## config.mk

```make
export PLATFORM = sky130hd
export DESIGN_NAME = data_ctrl
export DESIGN_NICKNAME = d
export VERILOG_FILES = /design/src/uart_cmd_pkg.sv /design/src/bitstream_pkg.sv /design/src/bs_fifo.sv /design/src/data_process.sv /design/src/uart_reg_ctrl.sv /design/src/data_ctrl.sv
export SDC_FILE = /design/constraint.sdc
export NUM_CORES = 1
export LEC_CHECK = 0
export BUFFER_PORTS_ARGS = -buffer_cell sky130_fd_sc_hd__buf_2
export CAP_MARGIN = 20
export CORE_UTILIZATION = 65
export DETAILED_ROUTE_END_ITERATION = 12
export PLACE_DENSITY = 0.89
export SLEW_MARGIN = 30
export SYNTH_ARGS = -nofsm -noshare
export SYNTH_HDL_FRONTEND = slang
export SYNTH_SLANG_ARGS = --single-unit
```

## constraint.sdc

```tcl
create_clock -name sys_clk -period 4.5 [get_ports sys_clk]
set_clock_uncertainty 0.15 [all_clocks]
set_input_delay 0.225 -clock sys_clk [delete_from_list [all_inputs] [get_ports sys_clk]]
set_output_delay 0.225 -clock sys_clk [all_outputs]
set_load 0.01 [all_outputs]
```

## src/uart_cmd_pkg.sv

```systemverilog
/*
 * uart command frame definitions: sync and response bytes, opcodes,
 * register map, command word union and response status codes
 */
package uart_cmd_pkg;

    localparam logic [7:0] SYNC_BYTE = 8'hA5; // host to fpga frame start
    localparam logic [7:0] RESP_BYTE = 8'h5A; // fpga to host response start

    typedef enum logic [7:0] {
        OP_REG_WR   = 8'h01,
        OP_REG_RD   = 8'h02,
        OP_BS_WRITE = 8'h10
    } cmd_op_e;

    // register map
    localparam logic [7:0] REG_VER_HI  = 8'h00; // ro
    localparam logic [7:0] REG_VER_LO  = 8'h01; // ro
    localparam logic [7:0] REG_SCRATCH = 8'h02; // rw
    localparam logic [7:0] REG_STATUS  = 8'h03; // ro, {crc err cnt, overflow cnt}

    typedef enum logic [7:0] {
        ST_OK      = 8'd0,
        ST_BAD_CMD = 8'd1,
        ST_CRC_ERR = 8'd2
    } resp_status_e;

    // same 32 bit word, read by register commands or by bitstream writes
    typedef union packed {
        struct packed {
            cmd_op_e     op;
            logic [7:0]  addr;
            logic [15:0] wdata;
        } reg_view;
        struct packed {
            cmd_op_e     op;
            logic [1:0]  slot;
            logic [5:0]  rsvd;
            logic [15:0] len;   // payload bytes
        } bs_view;
    } cmd_word_u;

endpackage

```

## src/bitstream_pkg.sv

```systemverilog
/*
 * bitstream path types: session request, session result
 * and the byte beat that goes to the flash writer
 */
package bitstream_pkg;

    // register controller to data processor
    typedef struct packed {
        logic        start;  // one cycle
        logic [1:0]  slot;
        logic [15:0] len;
    } bs_session_t;

    // data processor back to register controller
    typedef struct packed {
        logic valid;    // one cycle, after the last crc byte
        logic crc_err;
        logic overflow;
    } bs_result_t;

    typedef struct packed {
        logic [7:0] data;
        logic       eop;    // last payload byte
    } bs_beat_t;

endpackage

```

## src/bs_fifo.sv

```systemverilog
/*
 * synchronous beat fifo with registered read and overflow pulse
 */
`timescale 1ns/1ps
module bs_fifo
    import bitstream_pkg::*;
#(
    parameter int FIFO_DEPTH = 16   // power of two
)(
    input  logic     sys_clk,
    input  logic     rst,
    input  logic     wr_en,
    input  bs_beat_t wr_beat,
    input  logic     rd_req,
    output bs_beat_t rd_beat,
    output logic     rd_valid,
    output logic     not_empty,
    output logic     overflow
);

    localparam int AW = $clog2(FIFO_DEPTH);

    bs_beat_t      mem [FIFO_DEPTH];
    logic [AW:0]   wr_ptr, rd_ptr;   // msb is the wrap bit
    logic          full;
    logic          do_wr, do_rd;

    assign full      = (wr_ptr[AW] != rd_ptr[AW]) && (wr_ptr[AW-1:0] == rd_ptr[AW-1:0]);
    assign not_empty = (wr_ptr != rd_ptr);
    assign do_wr     = wr_en && !full;       // write while full is dropped
    assign do_rd     = rd_req && not_empty;

    always_ff @(posedge sys_clk) begin
        if (rst) begin
            wr_ptr   <= '0;
            rd_ptr   <= '0;
            rd_valid <= 1'b0;
            overflow <= 1'b0;
        end else begin
            if (do_wr) wr_ptr <= wr_ptr + 1'b1;
            if (do_rd) rd_ptr <= rd_ptr + 1'b1;
            rd_valid <= do_rd;
            overflow <= wr_en && full;
        end
    end

    always_ff @(posedge sys_clk) begin
        if (do_wr) mem[wr_ptr[AW-1:0]] <= wr_beat;
        if (do_rd) rd_beat <= mem[rd_ptr[AW-1:0]];
    end

endmodule

```

## src/data_process.sv

```systemverilog
/*
 * bitstream payload path: length count, crc-32 over the payload,
 * crc compare against the host value, fifo overflow tracking
 */
`timescale 1ns/1ps
module data_process
    import bitstream_pkg::*;
#(
    parameter int FIFO_DEPTH = 16
)(
    input  logic        sys_clk,
    input  logic        rst,
    input  logic [7:0]  rx_data,
    input  logic        rx_valid,
    input  bs_session_t bs_session,
    output bs_result_t  bs_result,
    input  logic        bitstream_fifo_rd_req,
    output bs_beat_t    bs_beat,
    output logic        bitstream_valid,
    output logic        bitstream_fifo_rd_rdy
);

    localparam logic [31:0] CRC_POLY = 32'hEDB8_8320;  // reflected

    typedef enum logic [1:0] {P_IDLE, P_DATA, P_CRC} phase_e;

    phase_e      phase, phase_eff;
    logic [15:0] cnt, cnt_eff;
    logic [31:0] crc, crc_eff;
    logic [31:0] crc_rx;
    logic [1:0]  crc_idx;
    logic        ovf_flag;
    logic        take_data;
    logic        take_crc;
    logic        fifo_wr;
    bs_beat_t    wr_beat;
    logic        fifo_ovf;

    function automatic logic [31:0] crc32_byte(input logic [31:0] crc_in, input logic [7:0] din);
        logic [31:0] c;
        c = crc_in ^ {24'h0, din};
        for (int i = 0; i < 8; i++) begin
            c = c[0] ? ((c >> 1) ^ CRC_POLY) : (c >> 1);
        end
        return c;
    endfunction

    ////////////////////////////////////////////////////////////
    // the first payload byte may share the cycle of the start pulse
    ////////////////////////////////////////////////////////////
    always_comb begin
        phase_eff = phase;
        cnt_eff   = cnt;
        crc_eff   = crc;
        if (bs_session.start) begin
            phase_eff = (bs_session.len == 16'd0) ? P_CRC : P_DATA;
            cnt_eff   = bs_session.len;
            crc_eff   = 32'hFFFF_FFFF;
        end
    end

    assign take_data = rx_valid && (phase_eff == P_DATA);
    assign take_crc  = rx_valid && (phase_eff == P_CRC);

    always_ff @(posedge sys_clk) begin
        if (rst) begin
            phase     <= P_IDLE;
            cnt       <= 16'd0;
            crc_idx   <= 2'd0;
            ovf_flag  <= 1'b0;
            fifo_wr   <= 1'b0;
            bs_result <= '0;
        end else begin
            phase     <= phase_eff;
            cnt       <= cnt_eff;
            fifo_wr   <= take_data;  // byte enters the fifo one cycle later
            bs_result <= '0;
            if (bs_session.start) crc_idx <= 2'd0;
            if (bs_session.start) ovf_flag <= 1'b0;
            else if (fifo_ovf) ovf_flag <= 1'b1;
            if (take_data) begin
                cnt <= cnt_eff - 16'd1;
                if (cnt_eff == 16'd1) phase <= P_CRC;
            end
            if (take_crc) begin
                crc_idx <= crc_idx + 2'd1;
                if (crc_idx == 2'd3) begin
                    phase     <= P_IDLE;
                    bs_result <= '{valid:    1'b1,
                                   crc_err:  ({crc_rx[23:0], rx_data} != ~crc_eff),
                                   overflow: ovf_flag};
                end
            end
        end
    end

    always_ff @(posedge sys_clk) begin
        crc <= take_data ? crc32_byte(crc_eff, rx_data) : crc_eff;
        if (take_crc) crc_rx <= {crc_rx[23:0], rx_data};  // msb first
        if (take_data) wr_beat <= '{data: rx_data, eop: (cnt_eff == 16'd1)};
    end

    bs_fifo #(
        .FIFO_DEPTH (FIFO_DEPTH)
    ) u_bs_fifo (
        .sys_clk   (sys_clk),
        .rst       (rst),
        .wr_en     (fifo_wr),
        .wr_beat   (wr_beat),
        .rd_req    (bitstream_fifo_rd_req),
        .rd_beat   (bs_beat),
        .rd_valid  (bitstream_valid),
        .not_empty (bitstream_fifo_rd_rdy),
        .overflow  (fifo_ovf)
    );

endmodule

```

## src/uart_reg_ctrl.sv

```systemverilog
/*
 * uart command parser: sync hunt, command word assembly, register file,
 * bitstream session control and 4 byte response sender
 */
`timescale 1ns/1ps
module uart_reg_ctrl
    import uart_cmd_pkg::*;
    import bitstream_pkg::*;
#(
    parameter logic [31:0] FPGA_VERSION       = 32'h2019_0101,
    parameter int          USER_BITSTREAM_CNT = 3
)(
    input  logic        sys_clk,
    input  logic        rst,
    input  logic [7:0]  rx_data,
    input  logic        rx_valid,
    output logic [7:0]  tx_data,
    output logic        tx_valid,
    input  logic        tx_ready,
    output bs_session_t bs_session,
    input  bs_result_t  bs_result,
    output logic        flash_wr_en,
    output logic [1:0]  bitstream_wr_num
);

    typedef enum logic [2:0] {
        S_HUNT, S_CMD, S_DECODE, S_SESSION, S_RESP
    } state_e;

    state_e       state;
    logic [1:0]   byte_cnt;
    logic [1:0]   resp_cnt;
    cmd_word_u    cmd_word;
    cmd_word_u    cmd_next;
    logic [31:0]  resp_sr;
    logic         start_q;
    logic [1:0]   slot_q;
    logic [15:0]  scratch;
    logic [7:0]   crc_err_cnt;
    logic [7:0]   ovf_cnt;
    resp_status_e resp_status;
    logic [15:0]  resp_value;
    logic         scratch_we;
    logic         bs_ok;
    logic         resp_load;

    ////////////////////////////////////////////////////////////
    // decode
    ////////////////////////////////////////////////////////////
    assign cmd_next = {cmd_word[23:0], rx_data};   // word as it will be after this byte
    assign bs_ok    = (cmd_next.bs_view.op == OP_BS_WRITE) &&
                      (32'(cmd_next.bs_view.slot) < USER_BITSTREAM_CNT);

    always_comb begin
        resp_status = ST_BAD_CMD;
        resp_value  = 16'h0;
        scratch_we  = 1'b0;
        case (cmd_word.reg_view.op)
            OP_REG_RD: begin
                resp_status = ST_OK;
                case (cmd_word.reg_view.addr)
                    REG_VER_HI:  resp_value = FPGA_VERSION[31:16];
                    REG_VER_LO:  resp_value = FPGA_VERSION[15:0];
                    REG_SCRATCH: resp_value = scratch;
                    REG_STATUS:  resp_value = {crc_err_cnt, ovf_cnt};
                    default:     resp_status = ST_BAD_CMD;
                endcase
            end
            OP_REG_WR: begin
                if (cmd_word.reg_view.addr == REG_SCRATCH) begin
                    resp_status = ST_OK;
                    resp_value  = cmd_word.reg_view.wdata;
                    scratch_we  = (state == S_DECODE);
                end
            end
            default: ;  // rejects, bad bitstream slot included
        endcase
        // session end overrides the register decode
        if (state == S_SESSION) begin
            resp_status = (bs_result.crc_err || bs_result.overflow) ? ST_CRC_ERR : ST_OK;
            resp_value  = cmd_word.bs_view.len;
        end
    end

    assign resp_load = (state == S_DECODE) || (state == S_SESSION && bs_result.valid);

    ////////////////////////////////////////////////////////////
    // control fsm
    ////////////////////////////////////////////////////////////
    always_ff @(posedge sys_clk) begin
        if (rst) begin
            state       <= S_HUNT;
            byte_cnt    <= 2'd0;
            resp_cnt    <= 2'd0;
            tx_valid    <= 1'b0;
            start_q     <= 1'b0;
            slot_q      <= 2'd0;
            scratch     <= 16'h0;
            crc_err_cnt <= 8'h0;
            ovf_cnt     <= 8'h0;
        end else begin
            start_q <= 1'b0;
            if (scratch_we) scratch <= cmd_word.reg_view.wdata;
            if (resp_load) begin
                tx_valid <= 1'b1;
                resp_cnt <= 2'd0;
            end
            case (state)
                S_HUNT: if (rx_valid && rx_data == SYNC_BYTE) begin
                    state    <= S_CMD;
                    byte_cnt <= 2'd0;
                end
                S_CMD: if (rx_valid) begin
                    byte_cnt <= byte_cnt + 2'd1;
                    if (byte_cnt == 2'd3) begin
                        state   <= bs_ok ? S_SESSION : S_DECODE;
                        start_q <= bs_ok;
                        if (bs_ok) slot_q <= cmd_next.bs_view.slot;
                    end
                end
                S_DECODE: state <= S_RESP;
                S_SESSION: if (bs_result.valid) begin
                    state       <= S_RESP;
                    crc_err_cnt <= crc_err_cnt + 8'(bs_result.crc_err);
                    ovf_cnt     <= ovf_cnt + 8'(bs_result.overflow);
                end
                S_RESP: if (tx_ready) begin   // tx_valid is high here
                    resp_cnt <= resp_cnt + 2'd1;
                    if (resp_cnt == 2'd3) begin
                        tx_valid <= 1'b0;
                        state    <= S_HUNT;
                    end
                end
                default: state <= S_HUNT;
            endcase
        end
    end

    // payload registers
    always_ff @(posedge sys_clk) begin
        if (state == S_CMD && rx_valid) cmd_word <= cmd_next;
        if (resp_load) begin
            resp_sr <= {RESP_BYTE, resp_status, resp_value};
        end else if (tx_valid && tx_ready) begin
            resp_sr <= {resp_sr[23:0], 8'h00};
        end
    end

    assign tx_data          = resp_sr[31:24];
    assign flash_wr_en      = (state == S_SESSION);
    assign bitstream_wr_num = slot_q;
    assign bs_session       = '{start: start_q, slot: slot_q, len: cmd_word.bs_view.len};

endmodule

```

## src/data_ctrl.sv

```systemverilog
/*
 * top level: uart register controller and bitstream data processor
 */
`timescale 1ns/1ps
module data_ctrl
    import bitstream_pkg::*;
#(
    parameter logic [31:0] FPGA_VERSION       = 32'h2019_0101,
    parameter int          USER_BITSTREAM_CNT = 3,
    parameter int          FIFO_DEPTH         = 16
)(
    input  logic       sys_clk,
    input  logic       rst,
    input  logic [7:0] rx_data,
    input  logic       rx_valid,
    output logic [7:0] tx_data,
    output logic       tx_valid,
    input  logic       tx_ready,
    output logic       flash_wr_en,
    output logic [1:0] bitstream_wr_num,
    input  logic       bitstream_fifo_rd_req,
    output logic [7:0] bitstream_data,
    output logic       bitstream_valid,
    output logic       bitstream_eop,
    output logic       bitstream_fifo_rd_rdy
);

    bs_session_t bs_session;
    bs_result_t  bs_result;
    bs_beat_t    bs_beat;

    uart_reg_ctrl #(
        .FPGA_VERSION       (FPGA_VERSION),
        .USER_BITSTREAM_CNT (USER_BITSTREAM_CNT)
    ) u_uart_reg_ctrl (
        .sys_clk          (sys_clk),
        .rst              (rst),
        .rx_data          (rx_data),
        .rx_valid         (rx_valid),
        .tx_data          (tx_data),
        .tx_valid         (tx_valid),
        .tx_ready         (tx_ready),
        .bs_session       (bs_session),
        .bs_result        (bs_result),
        .flash_wr_en      (flash_wr_en),
        .bitstream_wr_num (bitstream_wr_num)
    );

    // sees the same rx stream, acts only inside a session
    data_process #(
        .FIFO_DEPTH (FIFO_DEPTH)
    ) u_data_process (
        .sys_clk               (sys_clk),
        .rst                   (rst),
        .rx_data               (rx_data),
        .rx_valid              (rx_valid),
        .bs_session            (bs_session),
        .bs_result             (bs_result),
        .bitstream_fifo_rd_req (bitstream_fifo_rd_req),
        .bs_beat               (bs_beat),
        .bitstream_valid       (bitstream_valid),
        .bitstream_fifo_rd_rdy (bitstream_fifo_rd_rdy)
    );

    assign bitstream_data = bs_beat.data;
    assign bitstream_eop  = bs_beat.eop;

endmodule

```

# Word-level counts from Yosys, hierarchy flattened
# Memory sizes are Yosys's and may differ from the RTL's. A register that Yosys moved wholly into a read port is not among the register bits.
# Cells that the tools add are included.
op_classes:
  add_sub_neg: 8
  magnitude_cmp: 1
  n_eq_ne: 27
  muxes: 54
  bitwise_logic: 15
  n_reduce_logical: 29
ops:
  columns: ["cell", "n"]
  rows:
  - ["2-to-1 mux 32 bit", 10]
  - ["inverter 13 -> 14 bit", 8]
  - ["2-to-1 mux 16 bit", 4]
  - ["one-hot mux 16 bit (4 select lines)", 1]
  - ["2-to-1 mux 24 bit", 2]
  - ["!= test 32 bit", 1]
  - ["inverter 32 bit", 1]
  - ["one-hot mux 16 bit (2 select lines)", 1]
  - ["bitwise XOR 32 x 8 -> 32 bit", 1]
  - ["2-to-1 mux 2 bit", 14]
  - ["equality test 8 x 2 -> 1 bit (second input constant)", 3]
  - ["2-to-1 mux 3 bit", 7]
  - ["adder 8 x 1 -> 8 bit", 2]
  - ["equality test 16 x 1 -> 1 bit (second input constant)", 1]
  - ["equality test 8 x 1 -> 1 bit (second input constant)", 2]
  - ["logical NOT 16 bit", 1]
  - ["one-hot mux 8 bit (2 select lines)", 1]
  - ["subtractor 16 x 1 -> 16 bit (second input constant)", 1]
  - ["one-hot mux 3 bit (5 select lines)", 1]
  - ["logical AND 1 bit", 11]
  - ["2-to-1 mux 1 bit", 11]
  - ["adder 5 x 1 -> 5 bit (second input constant)", 2]
  - ["equality test 2 bit (second input constant)", 4]
  - ["equality test 8 x 5 -> 1 bit (second input constant)", 1]
  - ["other kinds (27)", 43]
totals:
  register_bits: 209
  ram_bits: 144
  output_inout_bits: 23
  wordCells: 163
  mem_count: 1
memory_table:
  columns: ["memory", "words", "width", "rd", "rd_ports_with_merged_regs", "wr", "line_no", "source"]
  rows:
  - ["u_data_process.u_bs_fifo.mem", 16, 9, 1, 1, 1, "bs_fifo.sv:23", "bs_beat_t mem [FIFO_DEPTH];"]

# Logic depth before layout (Yosys ltp)
depth:
  depth_word: 19
  mapped_depth: 13
  mapped_depth_nobuf: 10

# Modules after synthesis
# Synthesis repeated with hierarchy kept, for this count alone.
unflattened:
  cells_unflattened: 1264
  hier_area_um2: 16499.6
modules_own_cells:
  columns: ["module", "instances", "cells_each", "area_each_um2"]
  rows:
  - ["bs_fifo", 1, 316, 6497.5]
  - ["data_process", 1, 520, 5220.0]
  - ["uart_reg_ctrl", 1, 428, 4782.1]

# Least setup slack after synthesis
# No wires, ideal clock.
synth_path:
  path_type: "register -> register"
  from: "reg u_uart_reg_ctrl.state[0]"
  to: "reg u_uart_reg_ctrl.resp_sr[0], enable pin"
  arrival_time_ns: 2.052
  slack_ns: 1.917
  stages_incl_launch_ff: 7
  n_path_buf: 3
  synth_period_minus_slack_ns: 2.583
  cell_sequence: "dfxtp_1 -> clkbuf_1 -> or3b_2 -> and2_0 -> clkbuf_1 -> clkbuf_1 -> nand2_1"
synth_via:
  elab_chain_cells: 4
  elab_cells_between_ends: 5
  cone_classes: "eq/ne: 2; reduce/logical: 3"
synth_rtl:
  columns: ["item", "line_no", "source"]
  rows:
  - ["start, declared", "uart_reg_ctrl.sv:30", "state_e state;"]
  - ["start signal, assigned", "uart_reg_ctrl.sv:116", "state <= bs_ok ? S_SESSION : S_DECODE;"]
  - ["equality test 3 x 2 -> 1 bit", "uart_reg_ctrl.sv:85", "assign resp_load = (state == S_DECODE) || (state == S_SESSION && bs_result.valid);"]
  - ["logical AND 1 bit", "uart_reg_ctrl.sv:85", null]
  - ["logical OR 1 bit (*)", "uart_reg_ctrl.sv:85", null]
  - ["nonzero test 2 bit (no source line) (*)", null, null]
  - ["end signal, assigned", "uart_reg_ctrl.sv:143", "resp_sr <= {RESP_BYTE, resp_status, resp_value};"]
  - ["end signal, assigned", "uart_reg_ctrl.sv:145", "resp_sr <= {resp_sr[23:0], 8'h00};"]
  - ["end, declared", "uart_reg_ctrl.sv:35", "logic [31:0] resp_sr;"]
# Mark *: on every way between the ends. The rest lies on a longest branch, timed or not.
# A chain may end at the register's enable or synchronous reset.

# Worst setup path in the final report
layout_path:
  from: "reg u_uart_reg_ctrl.start_q"
  to: "reg u_data_process.bs_result[1] (netlist name)"
layout_via:
  elab_chain_cells: 5
  elab_cells_between_ends: 8
  cone_classes: "eq/ne: 2; mux: 2; bitwise: 2; reduce/logical: 2"
layout_rtl:
  columns: ["item", "line_no", "source"]
  rows:
  - ["start, declared", "uart_reg_ctrl.sv:36", "logic start_q;"]
  - ["start signal, assigned", "uart_reg_ctrl.sv:117", "start_q <= bs_ok;"]
  - ["2-to-1 mux 2 bit", "data_process.sv:55", "if (bs_session.start) begin"]
  - ["equality test 2 bit", "data_process.sv:63", "assign take_crc = rx_valid && (phase_eff == P_CRC);"]
  - ["logical AND 1 bit", "data_process.sv:63", null]
  - ["inverter 1 bit (no source line)", null, null]
  - ["OR reduction 3 bit (no source line)", null, null]
# Parallel ways exist; a longest one is shown, timed or not.

==> reports/results.md <==
| Group | Result | This run |
| --- | --- | --- |
| detailed routing | Detailed-route wire length per cell | 24.1 um |
| final layout | Core occupancy in the finished layout | 0.737 |
| worst setup path | Worst EP required | 4.79 ns |
| timing | Final Hold Fails | 0 |
| worst setup path | Startpoint of the worst setup timing path | u_uart_reg_ctrl.start_q |
| power | Power density over the cells | 440 mW/mm^2 |
| floorplanning | Horizontal die dimension | 158 um |
| floorplanning | Area enclosed by the die boundary | 0.0250 mm^2 |
| worst setup path | Critical path class | reg2reg |
| yosys | Count of mapped cells out of synthesis | 1,203 |
| worst setup path | Reg2Reg Depth | 8 |
| grt | Largest net degree at the start of global routing | 79 |
| detailed routing | DRC Markers | 0 |
| detailed routing | Wire length after detailed routing | 37,900 um |
| grt | Overall global routing resource usage | 0.312 |
| yosys | Netlist Area Pre-Place | 0.0158 mm^2 |
| detailed routing | First DRT Iteration DRCs | 1,330 |
| worst setup path | Worst path arrival time | 3.60 ns |
| yosys | Number of distinct library cell variants in the gate-level netlist after synthesis | 78 |
| final layout | Layout cells sized above 1 | 0.148 |
| detailed routing | Via total after detailed routing | 10.4k |
| timing | Final period util | 0.735 |
| grt | Via count of the first global-routing pass | 10.0k |
| timing | Peak clock frequency supported by timing | 302 MHz |
| yosys | Async set-or-reset flop fraction in the synthesized netlist | 0 |
| yosys | Warnings from Yosys | 0 |
| final layout | Total of fill cells in the finished design | 1,419 |
| floorplanning | I/O pin count | 36 |
| status | Outcome | complete, no violations |
| worst setup path | Launch point of the worst reg-to-reg path | u_uart_reg_ctrl.start_q |
| flow run | Number of maximum-capacitance violations | 0 |
| detailed routing | Detailed-routing wirelength on met1 | 14,400 um |
| floorplanning | Core area | 0.0237 mm^2 |
| power | Switching power of the nets | 1.85 mW |
| yosys | Sequential element share of the synthesized area | 0.611 |
| final layout | Count of inserted antenna diode cells | 0 |
| cts | Maximum count of clock buffers along a single path | 3 |
| worst setup path | Worst-case register-to-register setup slack | 1.19 ns |
| yosys | Mean instance size in the synthesized netlist | 13.2 um^2 |
| yosys | Post-Synthesis Net Count | 1,232 |
| worst setup path | Endpoint of the worst register-to-register path | u_data_process.bs_result[1] |
| cts | Number of sinks driven by the clock tree | 362 |
| power | Leakage Power | 5.92 nW |
| detailed routing | Met3 Routed Length | 3300 um |
| cts | Num CTS Buffers | 36 |
| timing | Fin crit period | 3.31 ns |
| worst setup path | Endpoint of the worst setup timing path | u_data_process.bs_result[1] |
| cts | Clk Latency, worst-skew pair | 0.55 ns |
| worst setup path | Element type at the critical path start | flop |
| yosys | Number of synthesized flops with an enable pin | 242 |
| timing | Worst slew pin tran | 0.958 ns |
| detailed routing | Via density per instance | 6.61 |
| grt | Number of antenna violations at the first check in global routing | 0 |
| placement | HPWL Detailed | 22,700 um |
| power | Clk pwr share | 0.408 |
| cts | Clock transition at the register clock pins on the worst setup and hold paths after CTS | 0.07 ns |
| placement | IO Port Bufs | 35 |
| final layout | NumNets Final | 1,252 |
| worst setup path | Largest fanout on the critical path | 69 |
| grt | Remaining global-route overflow | 0 |
| power | Combinational share of power | 0.113 |
| floorplanning | Die height | 158 um |
| power | Cell internal pwr | 5.82 mW |
| power | Worst vdd ir | 0.367 mV |
| floorplanning | Initial cell density of the core | 0.669 |
| worst setup path | CP Capture Type | flop |
| timing | Final Max Tran Viols | 0 |
| cts | Post-CTS setup repair buffer count | 0 |
| timing | Aggregate negative setup slack | 0 ns |
| power | Sw frac | 0.242 |
| yosys | Ys flop type | sky130_fd_sc_hd__edfxtp_1 |
| detailed routing | Highest metal layer with signal wires | met4 |
| power | Flop pwr share | 0.480 |
| detailed routing | Metal2 WL | 18,600 um |
| min path | Kind of path behind the tightest hold check | in2reg |
| grt | Global-route wire length before repair | 57,800 um |
| cts | CTS tree | yes |
| floorplanning | Number of core rows | 56 |
| timing | Setup violators final | 0 |
| timing | Max-Slew Margin vs Limit | 0.359 |
| yosys | FF+latch count, synth | 362 |
| power | Overall Power | 7.67 mW |
| detailed routing | Post-route ant nets | 0 |
| placement | RePlAce Congestion | 0.881 |
| cts | Clock root cell | sky130_fd_sc_hd__clkbuf_16 |
| timing | Setup repair after global routing missed its margin | false |
| cts | Count of H-tree levels built during CTS | 2 |
| detailed routing | Detailed-router iteration count before antenna repair | 5 |
| final layout | Area added between synthesis and finish | 10.2% |
-- through the flow --
stage                     hold slack, ns  cells  instance area (um^2)  worst slack [ns]
after detailed placement           0.291   1494                 16100              1.29
final                              0.215   1568                 17500              1.19
after floorplan                    0.174   1203                 15800              1.92
after CTS                          0.208   1568                 17500              1.21
after global placement             0.275   1494                 16100              1.43
after global routing               0.267   1568                 17500             0.973
-- worst min path at each step --
stage                            startpoint                                  end  cells after the start
2_1_floorplan                    rx_data[0]             u_data_process.crc_rx[0]                      0
3_3_place_gp   u_uart_reg_ctrl.cmd_word[23]         u_uart_reg_ctrl.cmd_word[31]                      0
3_5_place_dp    u_uart_reg_ctrl.resp_sr[20]          u_uart_reg_ctrl.resp_sr[28]                      2
4_1_cts               bitstream_fifo_rd_req  u_data_process.u_bs_fifo.rd_beat[2]                      2
5_1_grt               bitstream_fifo_rd_req  u_data_process.u_bs_fifo.rd_beat[0]                      2
6_report              bitstream_fifo_rd_req  u_data_process.u_bs_fifo.rd_beat[3]                      2
-- area by class of cell --
class	count	area [um^2]	share of cell area
inverter	8	30.0	0.00172
multi-input combinational	756	5760	0.330
tap	319	399	0.0229
sequential	362	9670	0.554
clock buffer	49	1000	0.0573
clock inverter	15	213	0.0122
timing repair buffer	59	380	0.0218
-- power by group through the flow --
stage | logic [mW] | clock network [mW] | registers (mW)
after floorplan | 0.694 | 0 | 3.71
after global placement | 0.820 | 0 | 3.74
after detailed placement | 0.838 | 0 | 3.74
after CTS | 0.855 | 3.12 | 3.67
after global routing | 0.931 | 3.24 | 3.69
final | 0.865 | 3.13 | 3.68
-- state kept, by name, summed over array words and instances, names as in the netlist, 2 cells and up --
| register | count |
|---|---|
| u_uart_reg_ctrl.scratch | 16 |
| u_data_process.u_bs_fifo.rd_beat | 9 |
| u_data_process.crc_idx | 2 |
| u_uart_reg_ctrl.resp_sr | 32 |
| u_data_process.phase | 2 |
| u_uart_reg_ctrl.byte_cnt | 2 |
| u_uart_reg_ctrl.crc_err_cnt | 8 |
| u_uart_reg_ctrl.state | 3 |
| u_data_process.crc | 32 |
| u_data_process.u_bs_fifo.mem | 144 |
| u_data_process.cnt | 16 |
| u_uart_reg_ctrl.ovf_cnt | 8 |
| u_data_process.crc_rx | 24 |
| u_data_process.bs_result | 3 |
| u_uart_reg_ctrl.resp_cnt | 2 |
| u_uart_reg_ctrl.bitstream_wr_num | 2 |
| u_data_process.wr_beat | 9 |
| u_data_process.u_bs_fifo.rd_ptr | 5 |
| u_uart_reg_ctrl.cmd_word | 32 |
| u_data_process.u_bs_fifo.wr_ptr | 5 |
-- kinds of logic after synthesis --
logic type                 Yosys count  share of synthesized area
muxes                               89                     0.0925
and+or+nand+nor                    383                      0.118
adders and majority gates           16                     0.0126
DFF                                362                      0.611
xor gates and xnor gates           108                     0.0710
buffers and inverters               85                     0.0264
AOI/OAI and AO/OA                  160                     0.0687
-- Yosys cell counts (all sizes together) (2+ instances only) --
library cell | count | area (um^2)
o2111ai | 2 | 17.5
o2bb2ai | 2 | 17.5
nand4 | 10 | 62.6
a22oi | 15 | 113
edfxtp | 242 | 7270
o22ai | 5 | 31.3
a211oi | 7 | 57.6
a21oi | 46 | 230
mux2i | 38 | 384
nor2b | 7 | 43.8
nand4b | 2 | 17.5
a22o | 14 | 123
and2 | 10 | 62.6
nand3 | 25 | 125
clkbuf | 37 | 139
nand2 | 60 | 225
mux4 | 45 | 1010
o31ai | 2 | 15.0
o32a | 4 | 40.0
mux2 | 6 | 67.6
nor4 | 10 | 68.8
or4 | 4 | 30.0
nand3b | 8 | 60.1
or3 | 6 | 37.5
inv | 8 | 30.0
o21ai | 23 | 115
and3 | 12 | 75.1
nor2 | 169 | 672
xnor2 | 61 | 669
o22a | 7 | 61.3
or2 | 3 | 21.3
dfxtp | 120 | 2400
ha | 16 | 200
nand2b | 13 | 81.3
nor3b | 9 | 72.6
nor3 | 30 | 165
xnor3 | 2 | 46.3
a31oi | 9 | 56.3
a2bb2oi | 3 | 26.3
a221oi | 10 | 87.6
buf | 40 | 249
xor2 | 45 | 409
-- cells in the final DEF (no fill, tap or decap), types with 10 or more instances in the layout --
master / netlist / layout
sky130_fd_sc_hd__ha_1: 16 / 16
sky130_fd_sc_hd__a22o_1: 14 / 14
sky130_fd_sc_hd__buf_2: 16 / 35
sky130_fd_sc_hd__xor2_1: 43 / 43
sky130_fd_sc_hd__nor2_1: 165 / 165
sky130_fd_sc_hd__nor3_1: 27 / 27
sky130_fd_sc_hd__nand3_1: 25 / 25
sky130_fd_sc_hd__a221oi_1: 10 / 10
sky130_fd_sc_hd__dfxtp_1: 120 / 118
sky130_fd_sc_hd__nand4_1: 10 / 10
sky130_fd_sc_hd__and3_1: 12 / 12
sky130_fd_sc_hd__mux2i_1: 37 / 37
sky130_fd_sc_hd__edfxtp_1: 242 / 242
sky130_fd_sc_hd__buf_4: 14 / 14
sky130_fd_sc_hd__xnor2_1: 49 / 49
sky130_fd_sc_hd__mux4_2: 45 / 45
sky130_fd_sc_hd__nand2b_1: 13 / 13
sky130_fd_sc_hd__o21ai_0: 19 / 19
sky130_fd_sc_hd__a21oi_1: 46 / 46
sky130_fd_sc_hd__nand2_1: 60 / 60
sky130_fd_sc_hd__dlygate4sd3_1: 0 / 10
sky130_fd_sc_hd__clkbuf_16: 0 / 36
sky130_fd_sc_hd__a22oi_1: 15 / 15
-- metal layers --
| layer | global-route usage | up-vias |
|---|---|---|
| li1 | - | 4484 |
| met1 | 0.408 | 5061 |
| met2 | 0.516 | 685 |
| met3 | 0.0504 | 131 |
| met4 | 0.140 | 0 |
| met5 | 0 | - |
-- critical path, stage by stage, from the launching register on --
cell and delay, ns:
sky130_fd_sc_hd__dfxtp_4 0.89, sky130_fd_sc_hd__nor3b_1 0.34, sky130_fd_sc_hd__nand4_1 0.15, sky130_fd_sc_hd__nor2_2 0.27, sky130_fd_sc_hd__o21a_1 0.26, sky130_fd_sc_hd__buf_4 0.35, sky130_fd_sc_hd__nand2_1 0.13, sky130_fd_sc_hd__nor2_1 0.42
sky130_fd_sc_hd__a21boi_1 0.24
-- repair_timing --
| action | 4_1_cts | 5_1_grt |
|---|---|---|
| gates resized for setup | 0 | 0 |
| endpoints found under the hold margin | 27 | 0 |
| hold buffers | 10 | 0 |
Power figures use the tool's default switching activity.
